## config.mk

```make
export PLATFORM = sky130hd
export DESIGN_NAME = aes_add_round_key
export DESIGN_NICKNAME = d
export VERILOG_FILES = /design/src/logic/aes_pkg.sv /design/src/logic/aes_add_round_key.sv
export SDC_FILE = /design/constraint.sdc
export NUM_CORES = 1
export LEC_CHECK = 0
export ABC_CLOCK_PERIOD_IN_PS = 2600
export BUFFER_PORTS_ARGS = -buffer_cell sky130_fd_sc_hd__buf_2
export CAP_MARGIN = 15
export CELL_PAD_IN_SITES_DETAIL_PLACEMENT = 1
export CELL_PAD_IN_SITES_GLOBAL_PLACEMENT = 2
export CORE_AREA = 2 2 253 255
export DETAILED_ROUTE_END_ITERATION = 6
export DIE_AREA = 0 0 255 257
export PLACE_DENSITY_LB_ADDON = 0.05
export SLEW_MARGIN = 20
export SYNTH_ARGS = -nofsm -noshare
export SYNTH_HDL_FRONTEND = slang
export SYNTH_SLANG_ARGS = --single-unit
export TNS_END_PERCENT = 10
```

## constraint.sdc

```tcl
create_clock -name clk -period 2.6 [get_ports clk]
set_clock_uncertainty 0.2 [all_clocks]
set_input_delay 0.78 -clock clk [delete_from_list [all_inputs] [get_ports clk]]
set_output_delay 0.78 -clock clk [all_outputs]
set_load 0.1 [all_outputs]
```

## src/logic/aes_pkg.sv

```systemverilog
//~~~~~~~~~~~~~~~~~~~~~~~~~~~~~~
// types and constants for the AES-128 encryption core
// block byte 0 is the most significant byte, as in FIPS-197
// fixed to AES-128 only, no 192/256 key sizes
//~~~~~~~~~~~~~~~~~~~~~~~~~~~~~~

package aes_pkg;

    typedef logic [127:0] block_t;      // plaintext, ciphertext, state, round key
    typedef logic [7:0]   byte_t;       // GF(2^8) element
    typedef logic [31:0]  word_t;       // key schedule column
    typedef logic [3:0]   round_idx_t;  // round counter, 0 to 10

    // number of full rounds after the initial key add
    localparam round_idx_t NUM_ROUNDS = 4'd10;

    // control phases
    // LOAD only ever lives in the combinational phase, never in the register
    typedef enum logic [1:0]
    {
        IDLE  = 2'd0,
        LOAD  = 2'd1,
        ROUND = 2'd2
    } ctrl_state_t;

    // multiply by x in GF(2^8), reduction poly x^8+x^4+x^3+x+1
    function automatic byte_t xtime(byte_t b);
        byte_t r;
        r = {b[6:0], 1'b0};
        if (b[7])
            r = r ^ 8'h1b;              // fold the overflow bit back in
        return r;
    endfunction

endpackage

```

## src/logic/aes_add_round_key.sv

```systemverilog
//~~~~~~~~~~~~~~~~~~~~~~~~~~~~~~
// cipher state register with the round key XOR
// load takes plaintext ^ key, step takes round_out ^ round_key
// holds otherwise, so state is also the ciphertext
// load and step must be exclusive
//~~~~~~~~~~~~~~~~~~~~~~~~~~~~~~

`timescale 1ns/1ns

module aes_add_round_key
(
    input  logic            clk,
    input  logic            resetn,
    input  logic            load,
    input  logic            step,
    input  aes_pkg::block_t plaintext,
    input  aes_pkg::block_t key,
    input  aes_pkg::block_t round_key,
    input  aes_pkg::block_t round_out,
    output aes_pkg::block_t state
);

    import aes_pkg::*;

    block_t state_q;
    block_t state_d;

    // load mux in front of the key xor
    always_comb
    begin
        state_d = state_q;                      // hold
        if (load)
            state_d = plaintext ^ key;          // initial round, cipher key
        else if (step)
            state_d = round_out ^ round_key;    // rounds 1 to 10
    end

    always_ff @(posedge clk or negedge resetn)
    begin
        if (!resetn)
            state_q <= '0;
        else
            state_q <= state_d;
    end

    assign state = state_q;

    // controller never overlaps the initial add with a round
    a_load_step_excl : assert property
    (
        @(posedge clk) disable iff (!resetn)
        !(load && step)
    );

endmodule

```

# --- After elaboration in Yosys (flattened, before gate mapping) ---
# Cells that the tools add are included.
totals:
  reg_bits: 128
  in_bits: 516
  out_inout_bits: 128
  word_cells: 6
op_classes:
  n_mux: 2
  bitwise: 2
  n_reduce_logical: 1
op_table:
  columns: ["operator", "count"]
  rows:
  - ["128-bit two-way mux", 2]
  - ["128-bit bitwise XOR", 2]
  - ["2-bit nonzero test", 1]

# --- Logic depth before layout (Yosys ltp) ---
depth:
  word_depth: 3
  mapped_depth: 4
  mapped_depth_nobuf: 3

# --- Least setup slack after synthesis ---
# OpenSTA, ideal clock, no wires.
synth_timing:
  path_kind: "flip-flop to output port"
  start: "reg state_q[0] (netlist: state[0])"
  end: "out state[0]"
  arrival_ps: 897
  required_time_ps: 1620
  path_slack_ps: 723
  stages_incl_launch_ff: 1
  path_buffers: 0
  path_cell_list: "dfrtp_1"
synth_lines:
  columns: ["item", "line_no", "text"]
  rows:
  - ["from (decl)", "aes_add_round_key.sv:25", "block_t state_q;"]
  - ["from (signal assigned)", "aes_add_round_key.sv:43", "state_q <= state_d;"]
  - ["to (decl)", "aes_add_round_key.sv:20", "output aes_pkg::block_t state"]
# No word-level cell between the ends.

# --- Worst setup path after layout ---
layout_timing:
  start: "reg state_q[118] (netlist: state[118])"
  end: "out state[118]"
# No word-level cell between the ends.

==> key figures <==
Yosys
  – Synthesized net count: between 1000 and 1500
  – Synth cell types: 11
  – Post-synthesis sequential area ratio: 35.02%
  – Synth Instances: between 800 and 900
  – Mean post-synth cell area: ~11 um^2
  – Post-synthesis register bit count: ~130
  – Yosys Warn Count: 0
  – Mapped Area: about 0.0091 mm^2

Setup path
  – Largest stage delay on the critical path: ~450 ps
  – CP top delay family: buffers and inverters
  – Cells along the critical path: buf_2
  – Critical path's slowest cell: buf_2
  – Crit path max fanout: 2
  – CP Data Arrival Time: 1310 ps
  – R2R Path End: state[100]
  – Worst flop-to-flop path startpoint: state[100]
  – Critical path buffers and inverters: 1
  – Crit start category: register
  – Reg2reg setup slack: between 1500 and 2000 ps
  – CP required: around 1600 ps
  – Worst Setup End Kind: primary output
  – R2r worst-path depth: 2
  – Type of the worst setup path: reg2out

Clock network
  – Total CTS buffers: 17
  – Clock Tree Root: clkbuf_16
  – Clk buf depth: 2
  – H-tree Lvls: 4
  – CTS tree: yes
  – Clk slew on worst S/H paths: roughly 60 ps
  – Setup repair bufs after CTS: 0
  – Clock latency on the worst-skew pair: around 470 ps
  – Sink Count: between 100 and 150

Detailed routing
  – # DRC: 0
  – Average wire per standard cell: between 15 and 20 um
  – ANT nets after route: 0
  – Via density: between 3 and 4
  – Initial DRC count: ~210
  – 1st-pass router iterations: 4
  – Vias: about 8000
  – Routed wire length: ~45000 um

Die
  – Initial Util: ~15%
  – CORE AREA: between 0.06 and 0.07 mm^2
  – # rows: 92
  – IO Count: between 600 and 700
  – Die span in y: about 260 um
  – Die Footprint: between 0.06 and 0.07 mm^2
  – Die width: 255 um

Finish
  – Filler cell count: approximately 7400
  – Synthesis-to-layout area growth: 51.92%
  – Nets: between 1500 and 2000
  – Final non-filler cell total: 2309
  – Layout cells sized above 1: a little under three fifths
  – Finished Cell Area: between 0.01 and 0.015 mm^2
  – Max FFs per register: roughly 130

GRT
  – Vias in the first global route: 9244
  – Gr usage total: between 10% and 20%
  – First-pass GRT wire length: about 64000 um
  – Initial antenna violation count: 11
  – Total gr overflow: 0
  – Largest net degree at the start of global routing: 48

Placed design
  – Placer Congestion: about 0.74
  – HPWL after DPL: 38080 um
  – Post-DP Area: between 0.01 and 0.015 mm^2
  – IO buf count: ~640
  – Inst Count DP: approximately 2300

Power and ir drop
  – Sequential Power Share: a little over a quarter
  – Clk pwr share: between 20% and 30%
  – PwrDens: between 600 and 700 mW/mm^2
  – Switching share of power: approximately 47%
  – Maximum VDD drop: around 0.5 mV
  – Psw: between 0.004 and 0.005 W
  – P_int: ~0.0047 W
  – Gate power share: around 45%
  – Total Power: 0.008810 W
  – LEAKAGE: between 7 and 8 nW

Timing
  – Max Transition Viols Final: 0
  – Final setup vio count: 0
  – RSZ-0062 raised after global routing: false
  – Worst-margin pin slew: between 500 and 600 ps
  – Fin crit share: between 80% and 90%
  – Fmax: ~440 MHz
  – Setup TNS: 0 ps
  – Minimum clock period: about 2300 ps
  – Final hold vios: 0
  – Slew HR: 61.85%

Worst hold path
  – Worst Hold End: state[72]
  – Hold Path Cell Cnt: 2
  – Hold Startpoint: state[72]
  – Hold WC Path Type: reg2reg

Run status
  – Status: finished clean

Flow run
  – Max-cap violations: 0
## logic make-up (layout without fill, tap and decap cells)
group	count (synthesis)	count (layout)	share of synthesized area (%)
buffers and inverters	42	694	4.363
and+or+nand+nor	128	128	5.252
other	0	1	0
xor gates and xnor gates	256	256	34.36
AOI/OAI and AO/OA	128	128	7.003
DFF	128	128	35.02
muxes	128	128	14.01
## power groups by stage
stage	logic (W)	registers [W]	clock network [W]
after floorplan	0.000803	0.00430	0
final	0.00392	0.00238	0.00251
after CTS	0.00401	0.00238	0.00266
after detailed placement	0.00400	0.00241	0
after global placement	0.00401	0.00241	0
after global routing	0.00415	0.00242	0.00272
## worst register-to-register path, stage by stage (launching register included)
cell,delay (ps)
dfrtp_1,380
mux2i_1,160
o21ai_1,80
## synthesized netlist by cell type
cell type / number / area (um^2)
mux2i_1: 128 / 1281
buf_6: 1 / 11.26
buf_2: 15 / 75.07
clkbuf_1: 12 / 45.04
dfrtp_1: 128 / 3203
buf_4: 1 / 7.510
xor2_1: 136 / 1191
nand2_1: 128 / 480.5
buf_12: 13 / 260.3
xor2_2: 120 / 1952
o21ai_1: 128 / 640.6
## how the worst max path moves through the flow
stage                           from    endpoint  slack (ps)  depth (start not counted)
after floorplan             state[0]    state[0]         720                          0
after global placement          step   state[16]         540                          4
after detailed placement        step   state[30]         510                          4
after CTS                 state[118]  state[118]         230                          1
after global routing      state[118]  state[118]         220                          1
final                     state[118]  state[118]         310                          1
## final cells by class
cell class / instances / area, um^2 / area share (%)
clock inverter: 5 / 50.05 / 0.3601
tap: 846 / 1059 / 7.617
multi-input combinational: 640 / 5545 / 39.90
timing repair buffer: 664 / 3502 / 25.20
antenna: 1 / 2.502 / 0.01801
sequential: 128 / 3203 / 23.05
clock buffer: 25 / 535.5 / 3.853
## cell usage in the layout (no fill, tap or decap), drive strengths merged
master	netlist	final
diode	0	1
clkinv	0	4
dlygate4sd3	0	1
clkbuf	12	27
o21ai	128	128
nand2	128	128
dfrtp	128	128
buf	30	661
mux2i	128	128
xor2	256	256
bufinv	0	1
## per-stage QoR
step	setup slack [ps]	hold WS, ps	util (%)
2_1_floorplan	723.0	284.4	-
3_3_place_gp	537.8	326.3	21.20
3_5_place_dp	512.6	337.1	21.20
4_1_cts	232.6	343.2	22.15
5_1_grt	222.0	372.3	22.15
6_report	311.8	344.1	22.15
## repair_timing
action                    CTS  global route
hold endpoints to repair   16             0
hold buffers                1             0
resized for setup           0             0
## routing by layer
| metal | track usage [%] | vias to the layer above | routed length [um] |
|---|---|---|---|
| li1 | - | 3836 | - |
| met1 | 14.58 | 3812 | 16740 |
| met2 | 25.49 | 327 | 24030 |
| met3 | 5.533 | 42 | 3991 |
| met4 | 3.363 | 16 | 501 |
| met5 | 0 | - | 103 |
Note: power is estimated with default switching activity, not from simulation.
