==> config.mk <==
export PLATFORM = sky130hd
export DESIGN_NAME = aes_round_ctrl
export DESIGN_NICKNAME = d
export VERILOG_FILES = /design/src/logic/aes_pkg.sv /design/src/logic/aes_round_ctrl.sv
export SDC_FILE = /design/constraint.sdc
export NUM_CORES = 1
export LEC_CHECK = 0
export ABC_AREA = 1
export BUFFER_PORTS_ARGS = -buffer_cell sky130_fd_sc_hd__buf_4
export CAP_MARGIN = 30
export CORE_AREA = 2 2 39 41
export CTS_BUF_LIST = sky130_fd_sc_hd__clkbuf_16
export DETAILED_ROUTE_END_ITERATION = 8
export DIE_AREA = 0 0 41 43
export SYNTH_ARGS = -nofsm -noshare
export SYNTH_HDL_FRONTEND = slang
export SYNTH_SLANG_ARGS = --single-unit
==> constraint.sdc <==
create_clock -name clk -period 2.1 [get_ports clk]
set_input_delay 0.42 -clock clk [delete_from_list [all_inputs] [get_ports clk]]
set_output_delay 0.42 -clock clk [all_outputs]
set_load 0.005 [all_outputs]
==> src/logic/aes_pkg.sv <==
//~~~~~~~~~~~~~~~~~~~~~~~~~~~~~~
// types and constants for the AES-128 encryption core
// block byte 0 is the most significant byte, as in FIPS-197
// fixed to AES-128 only, no 192/256 key sizes
//~~~~~~~~~~~~~~~~~~~~~~~~~~~~~~

package aes_pkg;

    typedef logic [127:0] block_t;      // plaintext, ciphertext, state, round key
    typedef logic [7:0]   byte_t;       // GF(2^8) element
    typedef logic [31:0]  word_t;       // key schedule column
    typedef logic [3:0]   round_idx_t;  // round counter, 0 to 10

    // number of full rounds after the initial key add
    localparam round_idx_t NUM_ROUNDS = 4'd10;

    // control phases
    // LOAD only ever lives in the combinational phase, never in the register
    typedef enum logic [1:0]
    {
        IDLE  = 2'd0,
        LOAD  = 2'd1,
        ROUND = 2'd2
    } ctrl_state_t;

    // multiply by x in GF(2^8), reduction poly x^8+x^4+x^3+x+1
    function automatic byte_t xtime(byte_t b);
        byte_t r;
        r = {b[6:0], 1'b0};
        if (b[7])
            r = r ^ 8'h1b;              // fold the overflow bit back in
        return r;
    endfunction

endpackage

==> src/logic/aes_round_ctrl.sv <==
//~~~~~~~~~~~~~~~~~~~~~~~~~~~~~~
// sequencer for the iterative core
// load is combinational on an idle start, then ten steps
// start while busy is dropped, done is a registered pulse
// done cycle already accepts the next start
//~~~~~~~~~~~~~~~~~~~~~~~~~~~~~~

`timescale 1ns/1ns

module aes_round_ctrl
(
    input  logic                clk,
    input  logic                resetn,
    input  logic                start,
    output logic                load,
    output logic                step,
    output logic                last_round,
    output logic                busy,
    output logic                done,
    output aes_pkg::round_idx_t round
);

    import aes_pkg::*;

    ctrl_state_t state_q;       // holds IDLE or ROUND
    ctrl_state_t phase;         // state as seen this cycle, LOAD folded in
    round_idx_t  round_q;       // round being computed, 0 when idle
    logic        done_q;

    // an idle start turns this cycle into the load cycle
    always_comb
    begin
        phase = state_q;
        if (state_q == IDLE && start)
            phase = LOAD;
    end

    assign load       = (phase == LOAD);
    assign step       = (phase == ROUND);
    assign last_round = step && (round_q == NUM_ROUNDS);   // no MixColumns
    assign busy       = (state_q == ROUND);
    assign done       = done_q;
    assign round      = round_q;

    always_ff @(posedge clk or negedge resetn)
    begin
        if (!resetn)
        begin
            state_q <= IDLE;
            round_q <= '0;
            done_q  <= 1'b0;
        end
        else
        begin
            done_q <= last_round;           // high the cycle after E10
            case (phase)
                LOAD:
                begin
                    state_q <= ROUND;
                    round_q <= round_idx_t'(1);
                end
                ROUND:
                begin
                    if (last_round)
                    begin
                        state_q <= IDLE;
                        round_q <= '0;
                    end
                    else
                        round_q <= round_q + round_idx_t'(1);
                end
                default: ;                  // idle, nothing moves
            endcase
        end
    end

    a_done_pulse : assert property (@(posedge clk) disable iff (!resetn) done |=> !done);
    a_done_idle  : assert property (@(posedge clk) disable iff (!resetn) done |-> !busy);
    a_round_max  : assert property (@(posedge clk) disable iff (!resetn) round_q <= NUM_ROUNDS);

endmodule

* After elaboration in Yosys (flattened, before gate mapping)
Cells that the tools add are included.
** Operators by class
- Reductions and logical operators :: 5
- Equality and inequality tests :: 5
- Muxes and demuxes :: 5
- Add/subtract/negate cells :: 1
** Operators with widths (count)
- $pmux W4 S2 :: 1
- $add A4 B1 Y4 const B :: 1
- $eq A2 B2 Y1 const B :: 2
- $eq A4 B4 Y1 const B :: 1
- $mux W2 :: 2
- $mux W4 :: 1
- $pmux W2 S2 :: 1
- $eq A2 B1 Y1 const B :: 1
- $logic_and A1 B1 Y1 :: 2
- $logic_not A2 Y1 :: 1
- $ne A2 B1 Y1 const B :: 1
- $reduce_and A2 Y1 :: 1
- $reduce_bool A2 Y1 :: 1
** Word-level totals
- Register bits :: 7
- Input bits :: 3
- Word-level logic and storage cells :: 19
- Output and inout port bits :: 9

* Logic depth before layout (Yosys ltp)
- Depth after elaboration :: 7
- Depth in mapped cells :: 7

* Worst setup path before layout
No wires, ideal clock.
- Path type :: reg2out
- Start :: reg round_q[0] (netlist: round[0])
- End :: out last_round
- Arrival time :: 892 ps
- Cell stages (with the launch flop) :: 5
- Buffers on the path :: 0
- Required time :: 1680 ps
- Slack :: 788 ps
- Cells stage by stage :: dfrtp_1 > inv_1 > ha_1 > nand3_2 > nor2_1
** On the way
- Cells in the longest elaborated chain, start to end :: 2
** Ends and longest elaborated chain
- from (decl) :: line aes_round_ctrl.sv:27 : round_idx_t round_q;
- from (signal assigned) :: line aes_round_ctrl.sv:60 : round_q <= round_idx_t'(1);
- from (signal assigned) :: line aes_round_ctrl.sv:70 : round_q <= round_q + round_idx_t'(1);
- $eq A4 B4 Y1 :: line aes_round_ctrl.sv:40 : assign last_round = step && (round_q == NUM_ROUNDS);
- $logic_and A1 B1 Y1 :: line aes_round_ctrl.sv:40
- to (decl) :: line aes_round_ctrl.sv:17 : output logic last_round,
Every way passes these cells.

* Worst setup path after layout
Ends and elaborated chain as after synthesis.

==> impl_metrics.csv <==
group,metric,value,unit
worst_setup_path,critPathBufInv,2,
synthesis,synth_common_cells,"7 x nand2_1, 6 x dfrtp_1, 5 x inv_1",
power,p_sw_share,30.4,%
synthesis,synth_area_leaders,"dfrtp_1 50%, nand2_1 8.8%, ha_1 8.4%, inv_1 6.3%, o21ai_1 5.0%",
synthesis,syn_area_per_cell,8.54,um2
timing,worst-slew-pin-transition,0.255,ns
synthesis,seq_area_frac_synth,50.2,%
detailed_routing,ant_nets,0,
synthesis,yosys.area.top_type,"dfrtp_1",
place,portBuffers,11,
timing,rsz0062_at_grt,"no",
timing,max_freq,0.581,GHz
synthesis,synth_warnings,0,
clocking,clock_path_buffers,2,
synthesis,synth_ff_type,"dfrtp_1",
power,p_seq_share,30.6,%
layout,syn2layout_area_growth,61.5,%
clocking,cts_resized,0,
detailed_routing,vias,260,
synthesis,netlist_area,299,um2
min_path,hold_path_class,"input pin to flip-flop",
synthesis,synth_cell_types,14,
timing,slew_viol_final,0,
detailed_routing,drt-initial-drc-count,5,
layout,drive_gt1_share,34.7,%
worst_setup_path,path_max_fanout,7,
clocking,cts_hold_buf,1,
power,combPwrFrac,31.4,%
detailed_routing,drc,0,
clocking,cts_setup_buffers,0,
synthesis,synth_most_common_cell,"nand2_1",
worst_setup_path,cp_slowest_cell,"dfrtp_1",
synthesis,synth_edf_count,0,
global_route,antenna_found_initial,0,
power,clkPwrFrac,38.0,%
timing,setup_viol,0,
clocking,clock_sinks,6,
outcome,status,"finished, final reports clean",
synthesis,ys_async_sr_fraction,100,%
die,die_width,41,um
synthesis,syn-num-nets,40,
synthesis,synth_top_area_share,50.2,%
timing,hold-worst-slack,0.455,ns
power,p_int,0.000552,W
die,start_util,21.6,%
worst_setup_path,crit_chain,"inv_1 -> ha_1 -> nand3_2 -> nor2_1 -> buf_4",
global_route,grt_first_pass_wirelength,966,um
timing,tns,0,ns
clocking,clk_latency,0.22,ns
timing,finalHoldViolations,0,
timing,post-route-period-util,81.9,%
worst_setup_path,max_stage_delay,0.44,ns
die,boundaryPins,12,
die,rows,14,
layout,antenna_cells,0,
die,dieArea,1760,um2
place,dp_hpwl,461,um
place,place.gp.congestion,0.682,
worst_setup_path,arrival,1.30,ns
clocking,h-tree-depth,1,
synthesis,ys_seq_elements,6,
clocking,cts_tree,"done",
power,ir_drop,0.719,mV
die,fp.coreArea,1380,um2
global_route,grtUsageTotal,8.74,%
worst_setup_path,endpoint_kind,"output pin",
worst_setup_path,crit_required,1.68,ns
worst_setup_path,crit_type,"flip-flop to output pin",
global_route,grt.overflow.total,0,
die,dieHeight,43,um
clocking,cts_inserted_buffers,3,
global_route,grt_max_degree,8,
layout,num-nets-final,56,
power,p_switching,0.000241,W
timing,skew,0.000879,ns
clocking,cts-root-buf,"clkbuf_16",
timing,slew_headroom,82.9,%
power,leakagePower,0.251,nW
worst_setup_path,critPathTopFamily,"flip-flops",
synthesis,postSynthCellCount,35,
power,powerDensity,1640,nW/um2
detailed_routing,vias_per_cell,4.00,
timing,final.min_clock_period,1.72,ns
worst_setup_path,cp-start-kind,"flip-flop",
clocking,clk_pin_slew,0.03,ns
detailed_routing,drt_pass1_iterations,2,
detailed_routing,drt_wl_total,578,um
global_route,grt_pass1_vias,238,
flow_run,cap_violations,0,
detailed_routing,wl_per_cell,8.89,um
-- power by group through the flow --
| stage | clock network, W | logic (W) | registers [W] |
|---|---|---|---|
| finish | 0.000301 | 0.000248 | 0.000242 |
| floorplan | 0 | 0.000137 | 0.000234 |
| global route | 0.000318 | 0.000279 | 0.000255 |
| CTS | 0.000309 | 0.000254 | 0.000243 |
| detailed placement | 0 | 0.000252 | 0.000244 |
| global placement | 0 | 0.000250 | 0.000243 |
-- layout by cell type (no fill, tap or decap), drive strengths merged --
cell type,netlist,final
buf,0,11
clkbuf,1,3
dfrtp,6,6
dlygate4sd3,0,1
ha,2,2
inv,6,6
nand2,8,8
nand3,2,2
nand4,1,1
nor2,4,4
o21ai,4,4
xnor2,1,1
-- kinds of logic (layout without fill, tap and decap cells) --
| logic type | after synthesis | in the layout | synth area share, % |
|---|---|---|---|
| simple gates | 15 | 15 | 23.0 |
| buf+inv | 7 | 21 | 8.78 |
| flops | 6 | 6 | 50.2 |
| compound gates | 4 | 4 | 6.69 |
| fa+ha+maj | 2 | 2 | 8.37 |
| xor+xnor | 1 | 1 | 2.93 |
-- final timing paths --
check                        endpoint  slack [ns]     start  cells after the start
setup / recovery           last_round        0.38  round[0]                      5
hold / removal               round[0]        0.46     start                      3
setup reg to reg           state_q[1]        0.99  round[0]                      5
hold reg to reg              round[3]        0.58  round[3]                      2
max in group asynchronous    round[2]        1.44    resetn                      2
min in group asynchronous    round[3]        0.54    resetn                      2
-- per-stage QoR --
step / std cells / setup WS (ns) / power [W] / util [%] / cell area, um2
final: 65 / 0.380 / 0.000792 / 34.9 / 483
after global routing: 65 / 0.296 / 0.000853 / 34.9 / 483
after CTS: 65 / 0.349 / 0.000806 / 34.9 / 483
after detailed placement: 61 / 0.607 / 0.000496 / 28.8 / 398
after global placement: 61 / 0.620 / 0.000494 / 28.8 / 398
after floorplan: 35 / 0.788 / 0.000371 / - / 299
-- per-layer routing --
layer  GRT usage, %  up-vias  wire (um)
met5              0        -          0
met4           4.00        0          0
met3           7.85        0         47
met2           12.5        7        314
met1           8.39      116        217
li1               -      137          -
-- worst reg2reg max path, cell delays in order, from the launching register on --
cell and delay, ns:
dfrtp_1 0.44, inv_1 0.09, ha_1 0.15, nand3_2 0.09
nor2_1 0.17, nor2_1 0.06
-- flip-flops by register name, summed over array words and instances (netlist names) --
name and count:
round 4, done 1, state_q 1
-- final cells by class --
cell class              instances  area [um2]
inverters                       6        22.5
multi-input cells              22         123
clock buffers                   3        75.1
well taps                      16        20.0
flip-flops and latches          6         150
fillers                       141         901
repair buffers                 12        92.6
Power figures use the tool's default switching activity.
