## config.mk

```make
export PLATFORM = sky130hd
export DESIGN_NAME = aes_key_schedule
export DESIGN_NICKNAME = d
export VERILOG_FILES = /design/src/logic/aes_pkg.sv /design/src/logic/aes_key_schedule.sv /design/src/logic/aes_sbox.sv
export SDC_FILE = /design/constraint.sdc
export NUM_CORES = 2
export LEC_CHECK = 0
export BUFFER_PORTS_ARGS = -buffer_cell sky130_fd_sc_hd__buf_2
export CORE_MARGIN = 2
export CORE_UTILIZATION = 35
export CTS_CLUSTER_SIZE = 12
export DETAILED_ROUTE_END_ITERATION = 6
export GPL_TIMING_DRIVEN = 0
export PLACE_DENSITY = 0.47
export SYNTH_ARGS = -nofsm -noshare
export SYNTH_HDL_FRONTEND = slang
export SYNTH_HIERARCHICAL = 1
export SYNTH_SLANG_ARGS = --single-unit
```

## constraint.sdc

```tcl
create_clock -name clk -period 20.9 [get_ports clk]
set_clock_uncertainty 0.1 [all_clocks]
set_input_delay 0 -clock clk [delete_from_list [all_inputs] [get_ports clk]]
set_output_delay 0 -clock clk [all_outputs]
set_load 0.05 [all_outputs]
```

## src/logic/aes_pkg.sv

```systemverilog
//~~~~~~~~~~~~~~~~~~~~~~~~~~~~~~
// types and constants for the AES-128 encryption core
// block byte 0 is the most significant byte, as in FIPS-197
// fixed to AES-128 only, no 192/256 key sizes
//~~~~~~~~~~~~~~~~~~~~~~~~~~~~~~

package aes_pkg;

    typedef logic [127:0] block_t;      // plaintext, ciphertext, state, round key
    typedef logic [7:0]   byte_t;       // GF(2^8) element
    typedef logic [31:0]  word_t;       // key schedule column
    typedef logic [3:0]   round_idx_t;  // round counter, 0 to 10

    // number of full rounds after the initial key add
    localparam round_idx_t NUM_ROUNDS = 4'd10;

    // control phases
    // LOAD only ever lives in the combinational phase, never in the register
    typedef enum logic [1:0]
    {
        IDLE  = 2'd0,
        LOAD  = 2'd1,
        ROUND = 2'd2
    } ctrl_state_t;

    // multiply by x in GF(2^8), reduction poly x^8+x^4+x^3+x+1
    function automatic byte_t xtime(byte_t b);
        byte_t r;
        r = {b[6:0], 1'b0};
        if (b[7])
            r = r ^ 8'h1b;              // fold the overflow bit back in
        return r;
    endfunction

endpackage

```

## src/logic/aes_key_schedule.sv

```systemverilog
//~~~~~~~~~~~~~~~~~~~~~~~~~~~~~~
// on the fly AES-128 key expansion, one round key per step
// round_key is the next key, combinational from the register
// key register updates on the same edges as the state register
//~~~~~~~~~~~~~~~~~~~~~~~~~~~~~~

`timescale 1ns/1ns

module aes_key_schedule
(
    input  logic            clk,
    input  logic            resetn,
    input  logic            load,
    input  logic            step,
    input  aes_pkg::block_t key,
    output aes_pkg::block_t round_key
);

    import aes_pkg::*;

    block_t key_q;          // current round key
    byte_t  rcon_q;         // round constant for the next expansion
    word_t  rot_w;          // RotWord of the last column
    word_t  sub_w;          // SubWord of rot_w
    word_t  temp_w;
    word_t  n0;
    word_t  n1;
    word_t  n2;
    word_t  n3;

    assign rot_w = {key_q[23:0], key_q[31:24]};     // w3 rotated one byte left

    for (genvar i = 0; i < 4; i++)
    begin : g_subword
        aes_sbox u_sbox
        (
            .in  (rot_w[31 - 8*i -: 8]),
            .out (sub_w[31 - 8*i -: 8])
        );
    end

    assign temp_w = sub_w ^ {rcon_q, 24'h0};        // rcon only hits the top byte

    // chained column xors, w0 is the msb word
    assign n0 = key_q[127:96] ^ temp_w;
    assign n1 = key_q[95:64]  ^ n0;
    assign n2 = key_q[63:32]  ^ n1;
    assign n3 = key_q[31:0]   ^ n2;

    assign round_key = {n0, n1, n2, n3};

    always_ff @(posedge clk or negedge resetn)
    begin
        if (!resetn)
        begin
            key_q  <= '0;
            rcon_q <= 8'h01;
        end
        else if (load)
        begin
            key_q  <= key;          // cipher key is round key 0
            rcon_q <= 8'h01;
        end
        else if (step)
        begin
            key_q  <= round_key;
            rcon_q <= xtime(rcon_q);  // 01 02 04 .. 80 1b 36
        end
    end

    // every step uses one of the ten AES-128 constants, never zero
    // an eleventh step without a load would run past 0x36
    a_rcon_valid : assert property
    (
        @(posedge clk) disable iff (!resetn)
        step |-> (rcon_q inside {8'h01, 8'h02, 8'h04, 8'h08, 8'h10,
                                 8'h20, 8'h40, 8'h80, 8'h1b, 8'h36})
    );

endmodule

```

## src/logic/aes_sbox.sv

```systemverilog
//~~~~~~~~~~~~~~~~~~~~~~~~~~~~~~
// forward AES S-box, purely combinational
// inverse done as x^254 in GF(2^8), so 0 maps to 0 as required
// long logic path, one instance per byte
//~~~~~~~~~~~~~~~~~~~~~~~~~~~~~~

`timescale 1ns/1ns

module aes_sbox
(
    input  aes_pkg::byte_t in,
    output aes_pkg::byte_t out
);

    import aes_pkg::*;

    // shift-and-add multiply in GF(2^8)
    function automatic byte_t gf_mul(byte_t a, byte_t b);
        byte_t acc;
        byte_t aa;
        acc = '0;
        aa  = a;
        for (int i = 0; i < 8; i++)
        begin
            if (b[i])
                acc = acc ^ aa;
            aa = xtime(aa);             // next power of x times a
        end
        return acc;
    endfunction

    function automatic byte_t gf_sq(byte_t a);
        return gf_mul(a, a);
    endfunction

    byte_t x2;      // x^2
    byte_t x3;      // x^3
    byte_t x12;     // x^12
    byte_t x14;     // x^14
    byte_t x15;     // x^15
    byte_t x240;    // x^240
    byte_t inv;     // x^254 == x^-1 for nonzero x

    // addition chain for 254 = 240 + 14
    always_comb
    begin
        x2   = gf_sq(in);
        x3   = gf_mul(x2, in);
        x12  = gf_sq(gf_sq(x3));
        x14  = gf_mul(x12, x2);
        x15  = gf_mul(x12, x3);
        x240 = gf_sq(gf_sq(gf_sq(gf_sq(x15))));
        inv  = gf_mul(x240, x14);
    end

    // affine map, b ^ rotl1 ^ rotl2 ^ rotl3 ^ rotl4 ^ 0x63
    assign out = inv
               ^ {inv[6:0], inv[7]}
               ^ {inv[5:0], inv[7:6]}
               ^ {inv[4:0], inv[7:5]}
               ^ {inv[3:0], inv[7:4]}
               ^ 8'h63;

endmodule

```

Word-level counts from Yosys, hierarchy flattened
Cells that the tools add are included.

Register bits after elaboration: 136. Output and inout port bits: 128. Word-level logic and storage cells: 1254. Input bits: 132.

Multiplexer cells: 637. Bitwise logic cells: 614. Reduce and logical (&&, ||, !) cells: 1.

Operators by type and width (count): 2-to-1 mux 8 bit (354); XOR 8 bit (324); 2-to-1 mux 5 bit (281); inverter 4 bit (285); 2-to-1 mux 128 bit (2); XOR 32 bit (5); nonzero test 2 bit (1).

Longest topological paths before layout
Depth in word-level cells: 172. Depth in mapped cells: 73. Depth with buffers taken out: 63.

By module
The synthesis kept the hierarchy.

Modules (own cells, without submodules): aes_sbox (cells each 1405, area an instance 10984.3 sq um, times used 4, sequential area each 0.0 sq um); aes_key_schedule (cells each 901, area an instance 8350.5 sq um, times used 1, sequential area each 3404.5 sq um).

Least setup slack after synthesis
OpenSTA, ideal clock, no wires.

Kind: flip-flop to output port. From: register key_q[0]. To: output round_key[14]. Arrival: 18.233 ns. Stages on the path, launching flop included: 67. Path slack: 2.567 ns. Data required time: 20.800 ns. Path buffers: 9. Cells stage by stage: dfrtp_1 > ha_1 > buf_2 > xnor2_4 > mux2_2 > xor2_2 > buf_2 > nand3_1 > a41oi_1 > nor2_1 > nand2_1 > xnor3_1 > xnor2_2 > inv_1 > buf_2 > ha_1 > xor3_1 > nor2_1 > [31 not listed] > nand2_1 > xnor2_1 > xnor2_1 > xnor3_2 > and3_1 > a2111o_1 > a31o_1 > or3_1 > buf_2 > a21oi_1 > o21ai_1 > xnor3_1 > xnor3_1 > xnor2_2 > xor3_1 > xor3_1 > xnor2_1 > xnor2_1.

Longest elaborated chain between the ends: 162. Elaborated cells on any way between the ends: 308. Classes of those cells: mux: 155; bitwise: 153.

RTL lines: from (decl) (line aes_key_schedule.sv:21) `block_t key_q;`; from (signal assigned) (line aes_key_schedule.sv:61) `key_q <= key;`; from (signal assigned) (line aes_key_schedule.sv:66) `key_q <= round_key;`; inverter 4 bit (no line) or 2-to-1 mux 8 bit (tied branches); 2-to-1 mux 5 bit or XOR 8 bit (tied branches) (line aes_pkg.sv:30, aes_sbox.sv:26); XOR 8 bit or 2-to-1 mux 8 bit (tied branches) (line aes_sbox.sv:26, aes_sbox.sv:25); 2-to-1 mux 8 bit or XOR 8 bit (tied branches) (line aes_sbox.sv:25, aes_sbox.sv:26); XOR 8 bit or 2-to-1 mux 8 bit (tied branches) (line aes_sbox.sv:26, aes_sbox.sv:25); 2-to-1 mux 8 bit or XOR 8 bit (tied branches) (line aes_sbox.sv:25, aes_sbox.sv:26); XOR 8 bit or 2-to-1 mux 8 bit (tied branches) (line aes_sbox.sv:26, aes_sbox.sv:25); 2-to-1 mux 8 bit or XOR 8 bit (tied branches) (line aes_sbox.sv:25, aes_sbox.sv:26); [148 not listed]; inverter 4 bit (no line) (*); via sub_w[14] (line aes_key_schedule.sv:24) `word_t sub_w;`; XOR 32 bit (*) (line aes_key_schedule.sv:42) `assign temp_w = sub_w ^ {rcon_q, 24'h0};`; XOR 32 bit (*) (line aes_key_schedule.sv:45) `assign n0 = key_q[127:96] ^ temp_w;`; XOR 32 bit (*) (line aes_key_schedule.sv:46) `assign n1 = key_q[95:64] ^ n0;`; via round_key[78] (line aes_key_schedule.sv:16) `output aes_pkg::block_t round_key`; XOR 32 bit (*) (line aes_key_schedule.sv:47) `assign n2 = key_q[63:32] ^ n1;`; XOR 32 bit (*) (line aes_key_schedule.sv:48) `assign n3 = key_q[31:0] ^ n2;`; to (decl) (line aes_key_schedule.sv:16).

The timed path passes the listed nets; every way through them passes the cells marked *.

Worst setup path after layout
From: register key_q[23]. To: output round_key[30].

Longest elaborated chain between the ends: 162. Elaborated cells on any way between the ends: 314. Classes of those cells: mux: 158; bitwise: 156.

RTL lines: 2-to-1 mux 5 bit or 2-to-1 mux 8 bit (tied branches) (line aes_pkg.sv:30, aes_sbox.sv:25); XOR 8 bit (line aes_sbox.sv:26) `acc = acc ^ aa;`; 2-to-1 mux 8 bit (line aes_sbox.sv:25) `if (b[i])`; XOR 8 bit (line aes_sbox.sv:26); 2-to-1 mux 8 bit (line aes_sbox.sv:25); XOR 8 bit (line aes_sbox.sv:26); 2-to-1 mux 8 bit (line aes_sbox.sv:25); XOR 8 bit (line aes_sbox.sv:26); [147 not listed]; XOR 8 bit (*) (line aes_sbox.sv:61) `^ {inv[3:0], inv[7:4]}`; inverter 4 bit (no line) (*); via sub_w[30] (line aes_key_schedule.sv:24); XOR 32 bit (*) (line aes_key_schedule.sv:42); XOR 32 bit (*) (line aes_key_schedule.sv:45); XOR 32 bit (*) (line aes_key_schedule.sv:46); XOR 32 bit (*) (line aes_key_schedule.sv:47); XOR 32 bit (*) (line aes_key_schedule.sv:48).

Marks and branches as above.

==> metrics.csv <==
metric,value,unit
status,"complete, no violations",
ys_top_cells_by_count,"xnor2_1 (1,199), nand2_1 (853), nor2_1 (667)",
worstPathMaxFanout,10,
drv_cap,0,
die_y,391,µm
gp_congestion,0.906,
setup_viol,0,
cpMaxStageDelayCell,xnor3_1,
drt_iter0_drc,3982,
grt_max_degree,74,
cts_tree,done,
worst_pin_slew,1460,ps
maxSlewHeadroom,2.35,%
insertion_delay,530,ps
place_area,56100,µm²
grt_overflow_total,0,
grt_pass1_vias,45400,
synth_compound_area_share,15.5,%
register_area,3410,µm²
synth-main-ff-cell,dfrtp_1,
start_kind,register,
boundaryPins,260,
drc,0,
ys_seq_elements,136,
cts_num_sinks,136,
crit_top_cell,xnor2_1,
fin_crit,19980,ps
path_class,reg -> out,
netlist_top_cells_area,"xnor2_1 (20%), xnor3_1 (8.3%), xor2_1 (7.6%), dfrtp_1 (6.5%), nand2_1 (6.1%)",
design_area,60400,µm²
critPathMaxStageDelay,580,ps
syn_to_final_growth,15.6,%
yosysTopAreaCellShare,20.1,%
dieArea,153000,µm²
yosys.area.top_type,xnor2_1,
netlist_instances,6521,
synth.cell_area,52300,µm²
timing.final.crit_share,95.6,%
cts_buffer_depth,2,
synth_top_family_by_area,XOR/XNOR gates,
fillers,15100,
ys_types,105,
finalNetCount,7167,
hpwl,145000,µm
drt-pass1-iter-count,6,
grtUsageTotal,23.9,%
end_kind,output pin,
finalHoldViolCount,0,
fmax,50.0,MHz
muxShareOfSynthArea,4.58,%
worstPathArrival,19880,ps
portBuffers,257,
grt_pass1_wl,286000,µm
yosys_warnings,6,
async_reset_ff_share,100,%
yosys.area_share.simple,19.3,%
cp.required,20800,ps
core-area,148000,µm²
synth_nets,6681,
slew_viol_final,0,
multiInputGateArea,47400,µm²
wirelength,188000,µm
vias,48000,
ant_nets,0,
cts-root-buf,clkbuf_16,
antenna_found_initial,19,
synthAdderAreaFrac,0.670,%
htree_levels,4,
num_rows,141,
synth_edf_count,0,
seq_area_frac_synth,6.51,%
initial_core_util,35.3,%
synth-xor-area-share,47.3,%
synth.most_common_cell,xnor2_1,
drive_gt1_share,17.5,%
wl_per_cell,21.0,µm
via_per_inst,5.36,
cts_buffers,17,
path_clk_slew,90,ps
min_path_type,in -> reg,
die_x,391,µm
postSynthAreaPerCell,8.02,µm²
[layer usage]
layer  vias up  track usage, %  part of all wire (%)
met2      1363            37.2                    44
met5         -               0                 0.014
met3       142            3.33                   6.3
met4         4            3.98                   1.2
li1      23200               -                     -
met1     23300            35.3                    48
[flip-flops by register name, summed over array words and instances (netlist names)]
| signal | cells |
|---|---|
| rcon_q | 8 |
| key_q | 128 |
[stage by stage]
stage / setup slack (ps) / instances / setup TNS, ps / hold slack (ps) / utilization [%]
after floorplan: 2570 / 6521 / 0 / -396 / -
after global placement: -2310 / 8708 / -225040 / 111 / 37.8
after detailed placement: -2150 / 8709 / -222480 / -97.3 / 37.9
after CTS: 3.55 / 8897 / 0 / 75.7 / 40.0
after global routing: -64.3 / 8951 / -243 / 107 / 40.8
final: 917 / 8960 / 0 / 111 / 40.8
[timing repair]
| item | CTS | global route |
|---|---|---|
| hold buffers | 141 | 0 |
| gates resized for setup | 121 | 146 |
| pin swaps | 11 | 25 |
| hold endpoints to repair | 264 | 0 |
| gates cloned | 0 | 0 |
| buffers inserted | 15 | 57 |
| endpoints found under the setup margin | 256 | 224 |
[layout make-up]
class	count	area share (%)
multi-input combinational	5811	78.4
sequential	136	5.65
timing repair buffer	471	5.60
buffer	416	4.40
tap	1930	4.00
inverter	154	0.963
clock buffer	18	0.710
clock inverter	14	0.269
antenna	10	0.0414
[path summary, 6_finish.rpt]
| kind | start | to | slack (ps) | cells past startpoint |
|---|---|---|---|---|
| worst max-delay path | key_q[23]$_DFFE_PN0P_ | round_key[30] | 920 | 66 |
| min in group asynchronous | resetn | rcon_q[0]$_DFFE_PN1P_ | 520 | 3 |
| max in group asynchronous | resetn | key_q[8]$_DFFE_PN0P_ | 19660 | 4 |
| worst min register to register | rcon_q[0]$_DFFE_PN1P_ | rcon_q[0]$_DFFE_PN1P_ | 500 | 2 |
| worst max register to register | key_q[24]$_DFFE_PN0P_ | key_q[34]$_DFFE_PN0P_ | 1390 | 72 |
| worst min-delay path | key[82] | key_q[82]$_DFFE_PN0P_ | 110 | 4 |
[cells in the final DEF (no fill, tap or decap), types with 52 or more instances in the layout]
cell type,count
nor2b_1,60
xnor2_1,1094
o22ai_1,52
inv_1,115
nor3_1,142
a31oi_1,56
buf_6,56
xnor2_2,158
buf_2,363
nor2_1,666
o21ai_0,309
a21oi_1,224
xor2_2,85
nand2_1,853
dlygate4sd3_1,140
xor2_1,430
o21ai_1,55
nand3_1,132
dfrtp_1,127
buf_4,114
a211oi_1,66
xnor2_4,75
xnor3_1,185
clkbuf_1,129
or3_1,64
mux2i_1,185
[worst max-delay path, delay by kind of cell, from the launching register on]
family / cells / cell delay, ps
AND/OR/NAND/NOR: 8 / 1430
adder cells (fa/ha/maj): 5 / 1710
buffers and inverters: 13 / 3040
flip-flops: 1 / 530
multiplexers: 1 / 260
AO/OA/AOI/OAI: 8 / 2060
XOR/XNOR: 31 / 10300
[cell families after synthesis]
group,Yosys count
simple gates,2212
xor+xnor,2143
compound gates,1195
buf+inv,574
mux,233
flops,136
fa+ha+maj,28
Power is left out: the tool's default activity adds up to more than one toggle a clock period on the data nets, which glitch-free logic cannot reach.
